--- src/tile_read_cfg_pkg.sv ---
// configuration constants for the tile read pipeline
// address, data and row geometry of the local row buffer
// derived widths and FIFO depths
`default_nettype none

package tile_read_cfg_pkg;

	// ==================================================
	// base geometry
	// ==================================================
	localparam int GADDR_BW  = 16;
	localparam int WORD_BW   = 32;
	localparam int ROW_WORDS = 4;
	localparam int MAX_ROWS  = 4;
	localparam int N_SLOTS   = 2;
	// one slot holds a full tile
	localparam int BUF_ROWS  = N_SLOTS * MAX_ROWS;
	localparam int TAG_BW    = 4;

	// ==================================================
	// derived widths
	// ==================================================
	// row count 1..MAX_ROWS
	localparam int ROWCNT_BW  = $clog2(MAX_ROWS + 1);
	localparam int ROW_IDX_BW = $clog2(MAX_ROWS);
	localparam int SLOT_BW    = $clog2(N_SLOTS);
	// occupancy 0..N_SLOTS
	localparam int OCC_BW     = $clog2(N_SLOTS + 1);
	localparam int BUF_AW     = $clog2(BUF_ROWS);

	localparam int REQ_FIFO_DEPTH = 2;
	localparam int CMD_FIFO_DEPTH = 2;

endpackage

`default_nettype wire

--- src/tile_read_types_pkg.sv ---
// payload types of the tile read pipeline
//   tile_req_t  tile request from the host side
//   slot_cmd_t  slot command between the pipeline stages
//   row_data_t  one buffer row, as returned by DRAM
//   row_out_t   tagged output row with last flag
`default_nettype none

package tile_read_types_pkg;

	import tile_read_cfg_pkg::*;

	// 39 bits
	typedef struct packed {
		logic [GADDR_BW-1:0]  base;
		logic [ROWCNT_BW-1:0] rows;
		logic [GADDR_BW-1:0]  stride;
		logic [TAG_BW-1:0]    tag;
	} tile_req_t;

	// 8 bits
	typedef struct packed {
		logic [SLOT_BW-1:0]   slot;
		logic [ROWCNT_BW-1:0] rows;
		logic [TAG_BW-1:0]    tag;
	} slot_cmd_t;

	// word 0 sits in the low bits
	typedef struct packed {
		logic [ROW_WORDS-1:0][WORD_BW-1:0] words;
	} row_data_t;

	// 133 bits
	typedef struct packed {
		row_data_t         row;
		logic [TAG_BW-1:0] tag;
		logic              last;
	} row_out_t;

endpackage

`default_nettype wire

--- src/rdyack_fifo.sv ---
// small rdy/ack FIFO for any packed payload
// circular buffer with read/write pointers and an occupancy count
// push and pop may happen in the same cycle
`default_nettype none

module rdyack_fifo #(
	parameter type payload_t = logic [7:0],
	parameter int DEPTH = 2
) (
	input  wire logic     i_clk,
	input  wire logic     i_rst,
	input  wire logic     i_src_rdy,
	output logic          o_src_ack,
	input  wire payload_t i_src_data,
	output logic          o_dst_rdy,
	input  wire logic     i_dst_ack,
	output payload_t      o_dst_data
);

	localparam int PTR_BW = (DEPTH > 1) ? $clog2(DEPTH) : 1;
	localparam int CNT_BW = $clog2(DEPTH + 1);

	payload_t          mem [DEPTH];
	logic [PTR_BW-1:0] wr_ptr;
	logic [PTR_BW-1:0] rd_ptr;
	logic [CNT_BW-1:0] count;
	logic              push;
	logic              pop;

	function automatic logic [PTR_BW-1:0] next_ptr(input logic [PTR_BW-1:0] ptr);
		return (ptr == PTR_BW'(DEPTH - 1)) ? '0 : ptr + 1'b1;
	endfunction

	// ack only an offered item, and only while there is room
	assign o_src_ack  = i_src_rdy && (count != CNT_BW'(DEPTH));
	assign o_dst_rdy  = (count != '0);
	assign o_dst_data = mem[rd_ptr];

	assign push = i_src_rdy && o_src_ack;
	assign pop  = o_dst_rdy && i_dst_ack;

	always_ff @(posedge i_clk or negedge i_rst) begin
		if (!i_rst) begin
			wr_ptr <= '0;
			rd_ptr <= '0;
			count  <= '0;
		end else begin
			if (push) begin
				wr_ptr <= next_ptr(wr_ptr);
			end
			if (pop) begin
				rd_ptr <= next_ptr(rd_ptr);
			end
			case ({push, pop})
				2'b10: count <= count + 1'b1;
				2'b01: count <= count - 1'b1;
				default: count <= count;
			endcase
		end
	end

	// storage
	always_ff @(posedge i_clk) begin
		if (push) begin
			mem[wr_ptr] <= i_src_data;
		end
	end

endmodule

`default_nettype wire

--- src/tile_addr_gen.sv ---
// input side of the tile read pipeline
// slot allocation with occupancy count and round-robin pointer
// one DRAM read address per row, base + r * stride
`default_nettype none

module tile_addr_gen
	import tile_read_cfg_pkg::*;
	import tile_read_types_pkg::*;
(
	input  wire logic          i_clk,
	input  wire logic          i_rst,
	input  wire logic          i_req_rdy,
	output logic               o_req_ack,
	input  wire tile_req_t     i_req,
	output logic               o_cmd_rdy,
	input  wire logic          i_cmd_ack,
	output slot_cmd_t          o_cmd,
	output logic               o_ra_rdy,
	input  wire logic          i_ra_ack,
	output logic [GADDR_BW-1:0] o_ra,
	input  wire logic          i_slot_free
);

	logic [OCC_BW-1:0]    slot_cnt;
	logic [SLOT_BW-1:0]   alloc_ptr;
	logic [ROWCNT_BW-1:0] rows_left;
	logic                 busy;
	logic [GADDR_BW-1:0]  addr;
	logic [GADDR_BW-1:0]  stride;
	logic                 can_alloc;
	logic                 ra_xfer;

	// ==================================================
	// request acceptance
	// ==================================================
	assign can_alloc = !busy && (slot_cnt != OCC_BW'(N_SLOTS));
	assign o_cmd_rdy = i_req_rdy && can_alloc;
	// command push and request pop in the same cycle
	assign o_req_ack = o_cmd_rdy && i_cmd_ack;

	assign o_cmd.slot = alloc_ptr;
	assign o_cmd.rows = i_req.rows;
	assign o_cmd.tag  = i_req.tag;

	assign o_ra_rdy = busy;
	assign o_ra     = addr;
	assign ra_xfer  = o_ra_rdy && i_ra_ack;

	always_ff @(posedge i_clk or negedge i_rst) begin
		if (!i_rst) begin
			slot_cnt  <= '0;
			alloc_ptr <= '0;
			rows_left <= '0;
			busy      <= 1'b0;
		end else begin
			case ({o_req_ack, i_slot_free})
				2'b10: slot_cnt <= slot_cnt + 1'b1;
				2'b01: slot_cnt <= slot_cnt - 1'b1;
				default: slot_cnt <= slot_cnt;
			endcase
			if (o_req_ack) begin
				// slots retire in allocation order
				alloc_ptr <= (alloc_ptr == SLOT_BW'(N_SLOTS - 1)) ? '0 : alloc_ptr + 1'b1;
				rows_left <= i_req.rows;
				busy      <= 1'b1;
			end else if (ra_xfer) begin
				rows_left <= rows_left - 1'b1;
				if (rows_left == ROWCNT_BW'(1)) begin
					busy <= 1'b0;
				end
			end
		end
	end

	// address accumulator
	always_ff @(posedge i_clk) begin
		if (o_req_ack) begin
			addr   <= i_req.base;
			stride <= i_req.stride;
		end else if (ra_xfer) begin
			addr <= addr + stride;
		end
	end

endmodule

`default_nettype wire

--- src/tile_buffer.sv ---
// slot-organized local row buffer
// one write port, one read port with registered output
// address is {slot, row index}
`default_nettype none

module tile_buffer
	import tile_read_cfg_pkg::*;
	import tile_read_types_pkg::*;
(
	input  wire logic              i_clk,
	input  wire logic              i_wr_en,
	input  wire logic [BUF_AW-1:0] i_wr_addr,
	input  wire row_data_t         i_wr_row,
	input  wire logic              i_rd_en,
	input  wire logic [BUF_AW-1:0] i_rd_addr,
	output row_data_t              o_rd_row
);

	row_data_t mem [BUF_ROWS];

	always_ff @(posedge i_clk) begin
		if (i_wr_en) begin
			mem[i_wr_addr] <= i_wr_row;
		end
		// output holds until the next read
		if (i_rd_en) begin
			o_rd_row <= mem[i_rd_addr];
		end
	end

endmodule

`default_nettype wire

--- src/tile_fill_writer.sv ---
// fill stage of the tile read pipeline
// writes returned DRAM rows into the allocated slot
// hands the slot command on once the tile is complete
`default_nettype none

module tile_fill_writer
	import tile_read_cfg_pkg::*;
	import tile_read_types_pkg::*;
(
	input  wire logic         i_clk,
	input  wire logic         i_rst,
	input  wire logic         i_cmd_rdy,
	output logic              o_cmd_ack,
	input  wire slot_cmd_t    i_cmd,
	input  wire logic         i_rd_rdy,
	output logic              o_rd_ack,
	input  wire row_data_t    i_rd,
	output logic              o_wr_en,
	output logic [BUF_AW-1:0] o_wr_addr,
	output row_data_t         o_wr_row,
	output logic              o_done_rdy,
	input  wire logic         i_done_ack,
	output slot_cmd_t         o_done
);

	slot_cmd_t             cmd_q;
	logic                  active;
	logic                  done_pend;
	logic [ROW_IDX_BW-1:0] row_idx;
	logic                  last_row;
	logic                  rd_xfer;

	assign o_cmd_ack = i_cmd_rdy && !active && !done_pend;
	// DRAM data only flows while a fill command is active
	assign o_rd_ack  = i_rd_rdy && active;
	assign rd_xfer   = i_rd_rdy && o_rd_ack;
	assign last_row  = (ROWCNT_BW'(row_idx) + ROWCNT_BW'(1)) == cmd_q.rows;

	assign o_wr_en   = rd_xfer;
	assign o_wr_addr = {cmd_q.slot, row_idx};
	assign o_wr_row  = i_rd;

	assign o_done_rdy = done_pend;
	assign o_done     = cmd_q;

	always_ff @(posedge i_clk or negedge i_rst) begin
		if (!i_rst) begin
			active    <= 1'b0;
			done_pend <= 1'b0;
			row_idx   <= '0;
		end else begin
			if (o_cmd_ack) begin
				active  <= 1'b1;
				row_idx <= '0;
			end else if (rd_xfer) begin
				row_idx <= row_idx + 1'b1;
				if (last_row) begin
					active    <= 1'b0;
					done_pend <= 1'b1;
				end
			end
			if (done_pend && i_done_ack) begin
				done_pend <= 1'b0;
			end
		end
	end

	always_ff @(posedge i_clk) begin
		if (o_cmd_ack) begin
			cmd_q <= i_cmd;
		end
	end

endmodule

`default_nettype wire

--- src/tile_read_pipeline.sv ---
// top level of the tile read pipeline
// request FIFO -> address generator -> fill command FIFO -> fill writer
// fill writer -> row buffer and ready FIFO -> reader -> output rows
`default_nettype none

module tile_read_pipeline
	import tile_read_cfg_pkg::*;
	import tile_read_types_pkg::*;
(
	input  wire logic           i_clk,
	input  wire logic           i_rst,
	input  wire logic           i_req_rdy,
	input  wire tile_req_t      i_req,
	output logic                o_req_ack,
	output logic                o_dram_ra_rdy,
	output logic [GADDR_BW-1:0] o_dram_ra,
	input  wire logic           i_dram_ra_ack,
	input  wire logic           i_dram_rd_rdy,
	input  wire row_data_t      i_dram_rd,
	output logic                o_dram_rd_ack,
	output logic                o_row_rdy,
	output row_out_t            o_row,
	input  wire logic           i_row_ack
);

	// ==================================================
	// internal channels
	// ==================================================
	logic              req_rdy;
	logic              req_ack;
	tile_req_t         req;
	logic              alloc_cmd_rdy;
	logic              alloc_cmd_ack;
	slot_cmd_t         alloc_cmd;
	logic              fill_cmd_rdy;
	logic              fill_cmd_ack;
	slot_cmd_t         fill_cmd;
	logic              done_rdy;
	logic              done_ack;
	slot_cmd_t         done_cmd;
	logic              read_cmd_rdy;
	logic              read_cmd_ack;
	slot_cmd_t         read_cmd;
	logic              wr_en;
	logic [BUF_AW-1:0] wr_addr;
	row_data_t         wr_row;
	logic              rd_en;
	logic [BUF_AW-1:0] rd_addr;
	row_data_t         rd_row;
	logic              slot_free;

	rdyack_fifo #(.payload_t(tile_req_t), .DEPTH(REQ_FIFO_DEPTH)) u_req_fifo (
		.i_clk(i_clk), .i_rst(i_rst),
		.i_src_rdy(i_req_rdy), .o_src_ack(o_req_ack), .i_src_data(i_req),
		.o_dst_rdy(req_rdy), .i_dst_ack(req_ack), .o_dst_data(req)
	);

	tile_addr_gen u_addr_gen (
		.i_clk(i_clk), .i_rst(i_rst),
		.i_req_rdy(req_rdy), .o_req_ack(req_ack), .i_req(req),
		.o_cmd_rdy(alloc_cmd_rdy), .i_cmd_ack(alloc_cmd_ack), .o_cmd(alloc_cmd),
		.o_ra_rdy(o_dram_ra_rdy), .i_ra_ack(i_dram_ra_ack), .o_ra(o_dram_ra),
		.i_slot_free(slot_free)
	);

	rdyack_fifo #(.payload_t(slot_cmd_t), .DEPTH(CMD_FIFO_DEPTH)) u_cmd_fifo (
		.i_clk(i_clk), .i_rst(i_rst),
		.i_src_rdy(alloc_cmd_rdy), .o_src_ack(alloc_cmd_ack), .i_src_data(alloc_cmd),
		.o_dst_rdy(fill_cmd_rdy), .i_dst_ack(fill_cmd_ack), .o_dst_data(fill_cmd)
	);

	tile_fill_writer u_fill_writer (
		.i_clk(i_clk), .i_rst(i_rst),
		.i_cmd_rdy(fill_cmd_rdy), .o_cmd_ack(fill_cmd_ack), .i_cmd(fill_cmd),
		.i_rd_rdy(i_dram_rd_rdy), .o_rd_ack(o_dram_rd_ack), .i_rd(i_dram_rd),
		.o_wr_en(wr_en), .o_wr_addr(wr_addr), .o_wr_row(wr_row),
		.o_done_rdy(done_rdy), .i_done_ack(done_ack), .o_done(done_cmd)
	);

	tile_buffer u_buffer (
		.i_clk(i_clk),
		.i_wr_en(wr_en), .i_wr_addr(wr_addr), .i_wr_row(wr_row),
		.i_rd_en(rd_en), .i_rd_addr(rd_addr), .o_rd_row(rd_row)
	);

	// completed slots waiting for the reader
	rdyack_fifo #(.payload_t(slot_cmd_t), .DEPTH(CMD_FIFO_DEPTH)) u_ready_fifo (
		.i_clk(i_clk), .i_rst(i_rst),
		.i_src_rdy(done_rdy), .o_src_ack(done_ack), .i_src_data(done_cmd),
		.o_dst_rdy(read_cmd_rdy), .i_dst_ack(read_cmd_ack), .o_dst_data(read_cmd)
	);

	tile_reader u_reader (
		.i_clk(i_clk), .i_rst(i_rst),
		.i_cmd_rdy(read_cmd_rdy), .o_cmd_ack(read_cmd_ack), .i_cmd(read_cmd),
		.o_rd_en(rd_en), .o_rd_addr(rd_addr), .i_rd_row(rd_row),
		.o_row_rdy(o_row_rdy), .i_row_ack(i_row_ack), .o_row(o_row),
		.o_slot_free(slot_free)
	);

endmodule

`default_nettype wire

--- src/tile_reader.sv ---
// output side of the tile read pipeline
// walks the rows of a finished slot and streams them out tagged
// pulses slot free when the last row is taken
`default_nettype none

module tile_reader
	import tile_read_cfg_pkg::*;
	import tile_read_types_pkg::*;
(
	input  wire logic         i_clk,
	input  wire logic         i_rst,
	input  wire logic         i_cmd_rdy,
	output logic              o_cmd_ack,
	input  wire slot_cmd_t    i_cmd,
	output logic              o_rd_en,
	output logic [BUF_AW-1:0] o_rd_addr,
	input  wire row_data_t    i_rd_row,
	output logic              o_row_rdy,
	input  wire logic         i_row_ack,
	output row_out_t          o_row,
	output logic              o_slot_free
);

	slot_cmd_t             cmd_q;
	logic                  active;
	logic [ROW_IDX_BW-1:0] row_idx;
	logic                  pop;
	logic                  row_xfer;
	logic                  last_row;

	assign o_cmd_ack = i_cmd_rdy && !active;
	assign pop       = i_cmd_rdy && o_cmd_ack;
	assign row_xfer  = o_row_rdy && i_row_ack;
	assign last_row  = (ROWCNT_BW'(row_idx) + ROWCNT_BW'(1)) == cmd_q.rows;

	// ==================================================
	// buffer reads
	// ==================================================
	// row 0 is read in the pop cycle, the next row on each transfer
	assign o_rd_en   = pop || (row_xfer && !last_row);
	assign o_rd_addr = pop ? {i_cmd.slot, ROW_IDX_BW'(0)} : {cmd_q.slot, row_idx + 1'b1};

	// buffer output is stable until the next read
	assign o_row_rdy   = active;
	assign o_row.row   = i_rd_row;
	assign o_row.tag   = cmd_q.tag;
	assign o_row.last  = last_row;
	assign o_slot_free = row_xfer && last_row;

	always_ff @(posedge i_clk or negedge i_rst) begin
		if (!i_rst) begin
			active  <= 1'b0;
			row_idx <= '0;
		end else if (pop) begin
			active  <= 1'b1;
			row_idx <= '0;
		end else if (row_xfer) begin
			if (last_row) begin
				active <= 1'b0;
			end else begin
				row_idx <= row_idx + 1'b1;
			end
		end
	end

	always_ff @(posedge i_clk) begin
		if (pop) begin
			cmd_q <= i_cmd;
		end
	end

endmodule

`default_nettype wire
--- config.mk ---
export PLATFORM = sky130hd
export DESIGN_NAME = tile_read_pipeline
export DESIGN_NICKNAME = d
export VERILOG_FILES = /design/src/tile_read_cfg_pkg.sv /design/src/tile_read_types_pkg.sv /design/src/rdyack_fifo.sv /design/src/tile_addr_gen.sv /design/src/tile_buffer.sv /design/src/tile_fill_writer.sv /design/src/tile_read_pipeline.sv /design/src/tile_reader.sv
export SDC_FILE = /design/constraint.sdc
export NUM_CORES = 2
export LEC_CHECK = 0
export BUFFER_PORTS_ARGS = -buffer_cell sky130_fd_sc_hd__buf_2
export CELL_PAD_IN_SITES_DETAIL_PLACEMENT = 0
export CELL_PAD_IN_SITES_GLOBAL_PLACEMENT = 1
export CORE_MARGIN = 2
export CORE_UTILIZATION = 56
export CTS_CLUSTER_DIAMETER = 50
export CTS_CLUSTER_SIZE = 24
export DETAILED_ROUTE_END_ITERATION = 6
export HOLD_SLACK_MARGIN = 0.15
export PLACE_DENSITY = 0.86
export SETUP_SLACK_MARGIN = 0.2
export SYNTH_ARGS = -nofsm -noshare
export SYNTH_HDL_FRONTEND = slang
export SYNTH_SLANG_ARGS = --single-unit
--- constraint.sdc ---
create_clock -name i_clk -period 27.1 [get_ports i_clk]
set_input_delay 5.42 -clock i_clk [delete_from_list [all_inputs] [get_ports i_clk]]
set_output_delay 5.42 -clock i_clk [all_outputs]
set_load 0.03 [all_outputs]
==> qor.yml <==
clock_network:
  cts_htree_levels: 3
  clk_path_buf_depth: 3
  cts_tree: "built"
  cts_resized: 0
  cts_hold_buf: 0
  path_clk_slew_ns: 0.07
  cts.sinks: 1336
  clk_latency_ns: 0.71
  clockRootBuffer: "clkbuf_16"
  postCtsSetupBuffers: 0
  cts-buffers-inserted: 114
grt:
  grt_pass1_wl_um: 163000
  grt_usage_pct: 23.8
  overflow: 0
  grt_max_degree: 210
  grt_pass1_vias: 26600
  antenna_found_initial: 25
sta:
  max_freq_mhz: 86.4
  timing.setup.tns_ns: 0
  finalClockSkew_ns: 0.0519
  rsz0062_at_grt: "false"
  worst_slew_margin_rel_pct: 21.0
  fin_crit_ns: 11.57
  period_share_pct: 42.7
  tightest_slew_ns: 1.19
  drv_slew: 0
  hold_viol: 0
  setup_violations: 0
placement:
  io_buffers: 325
  routabilityCongestion: 0.793
  post-dp-hpwl_um: 57600
setup_path:
  cp-startpoint: "i_req_rdy"
  critPathRequiredTime_ns: 21.68
  end_kind: "output port"
  crit_slowest_cell: "o21ai_0"
  worstPathCellList: "buf_2 -> o21ai_0 -> inv_1 -> buf_2"
  cp_max_fo: 4
  crit_arrival_ns: 6.15
  r2r-start: "u_reader.o_row_rdy"
  start_kind: "input port"
  path_common_cell: "buf_2"
  reg2reg_slack_ns: 22.12
  critPathKind: "in -> out"
  max_stage_delay_ns: 0.27
cells_and_area:
  final_cell_mix: "edfxtp_1, buf_2, mux2i_1, o22ai_1"
  final_nets: 3081
  mostFrequentLayoutCell: "edfxtp_1"
  fillers: 5806
  drive_above_1_share_pct: 21.2
  fin_util_pct: 64.2
  syn_to_final_growth_pct: 13.6
outcome:
  outcome: "finished with violations"
  violations: "design-rule violations"
logic_synthesis:
  syn-mean-instance-area_um2: 19.3
  synth_seq_cells: 1336
  syn-cell-area_um2: 50000
  synth_flop_cell: "edfxtp_1"
  ys_async_sr_fraction_pct: 1.95
  synth-seq-area-share_pct: 79.9
  synth-edff-count: 1310
  syn_inst: 2588
  yosys_warnings: 0
  synth_nets: 2785
  ys_types: 56
drt:
  ant_nets: 0
  drt_wl_total_um: 111000
  wl_per_cell_um: 26.6
  dr.pass1.iters: 7
  drt_iter0_drc: 2729
  drc: 41
  avgViaCountPerCell: 6.34
  route.vias.total: 26400
worst_hold_path:
  hp-class: "reg -> reg"
  min_from: "u_fill_writer.o_done[0]"
pwr:
  powerDensity_nw_per_um2: 119
  ir_drop_v: 0.000115
  p_leak_nw: 20.1
die:
  die-area_um2: 91700
  start_util_pct: 56.5
  fp-row-count: 109
  die_w_um: 303
  die_height_um: 303
  core_area_um2: 88500
  io_pins: 326
flow_run:
  drv_cap: 0
[worst paths after layout]
| kind | end | cells after the start |
|---|---|---|
| max in group asynchronous | u_reader.row_idx[0] | 1 |
| hold reg to reg | u_ready_fifo.mem[0][0] | 0 |
| setup / recovery | o_req_ack | 4 |
| min in group asynchronous | u_ready_fifo.count[0] | 1 |
| setup reg to reg | u_buffer.o_rd_row[7] | 9 |
| hold / removal | u_ready_fifo.mem[0][0] | 0 |
[critical path, delay by kind of cell]
kind                   cells  cell delay, ns
buffers and inverters      3            0.46
AOI/OAI and AO/OA          1            0.27
[cell type report]
class	count	area [um2]	share of cell area (%)
flip-flops and latches	1336	40000	70.3
clock inverters	98	1240	2.18
well taps	1165	1460	2.56
multi-input cells	1058	9180	16.1
clock buffers	118	2890	5.08
repair buffers	357	1980	3.48
inverters	17	63.8	0.112
diodes	19	47.5	0.0836
[through the flow]
step	power, mW	hold slack, ns	std cells	setup slack [ns]	cell area, um2
floorplan	4.45	0.421	2588	11.75	50000
global placement	5.01	0.426	3933	15.51	52700
detailed placement	5.07	0.436	3933	15.53	52700
CTS	6.80	0.450	4149	15.52	56800
global route	7.05	0.459	4155	15.47	56800
finish	6.77	0.448	4168	15.53	56800
[layer usage]
layer	vias up	wire length [um]	global-route usage, %
met3	197	8460	4.05
li1	11500	-	-
met5	-	67	0
met2	1098	55300	39.6
met4	12	2740	7.98
met1	13600	44200	32.3
[Yosys cell counts, types with 2 or more instances]
master	instances	share of area [%]
nand3_1	7	0.070
mux2i_1	266	5.3
buf_4	19	0.29
nand3b_1	3	0.045
a31oi_1	4	0.050
dfrtp_1	26	1.3
inv_2	2	0.015
a211oi_1	4	0.060
o211ai_1	4	0.060
a221oi_1	128	2.2
inv_1	15	0.11
clkbuf_1	115	0.86
o221ai_1	129	2.3
and2_1	4	0.050
a21oi_1	14	0.14
o21ai_0	22	0.22
mux2_2	45	1.0
nor2_1	28	0.21
or3_1	2	0.025
a311oi_1	2	0.035
nor2b_1	4	0.050
nor3_1	6	0.060
ha_1	23	0.58
nor4_1	5	0.063
xor2_1	14	0.25
o211a_1	129	2.6
o21ai_1	3	0.030
and4_1	3	0.053
o31ai_1	2	0.030
o22ai_1	130	1.6
nand2b_1	4	0.050
and3_1	2	0.025
buf_6	7	0.16
xnor2_1	21	0.37
buf_2	28	0.28
nand4_1	2	0.025
buf_8	7	0.21
nand2_1	32	0.24
edfxtp_1	1310	79
[flip-flops by register name, summed over array words and instances (netlist names), 2 cells and up]
| signal | flops |
|---|---|
| u_cmd_fifo.count | 2 |
| u_req_fifo.count | 2 |
| u_cmd_fifo.mem | 16 |
| u_buffer.mem | 1024 |
| u_fill_writer.row_idx | 2 |
| u_reader.o_row | 4 |
| u_addr_gen.stride | 16 |
| u_ready_fifo.count | 2 |
| u_reader.row_idx | 2 |
| u_addr_gen.slot_cnt | 2 |
| u_addr_gen.o_ra | 16 |
| u_fill_writer.o_done | 8 |
| u_ready_fifo.mem | 16 |
| u_reader.cmd_q | 4 |
| u_req_fifo.mem | 78 |
| u_addr_gen.rows_left | 3 |
| u_buffer.o_rd_row | 128 |
[logic make-up (layout without fill, tap and decap cells)]
logic type / count (synthesis) / count (layout) / synth area share (%)
buffers and inverters: 194 / 590 / 1.93
adders and majority gates: 24 / 24 / 0.615
muxes: 313 / 313 / 6.41
DFF: 1336 / 1336 / 79.9
AOI/OAI and AO/OA: 580 / 580 / 9.48
other: 0 / 19 / 0
xor gates and xnor gates: 35 / 35 / 0.613
and+or+nand+nor: 106 / 106 / 1.03
[report_power, final]
part	switching, mW	internal [mW]	total, mW	leakage, nW
combinational	1.46	0.673	2.13	5.84
clock	0.821	0.908	1.73	1.96
sequential	0.141	2.77	2.91	12.3
Power figures use the tool's default switching activity.
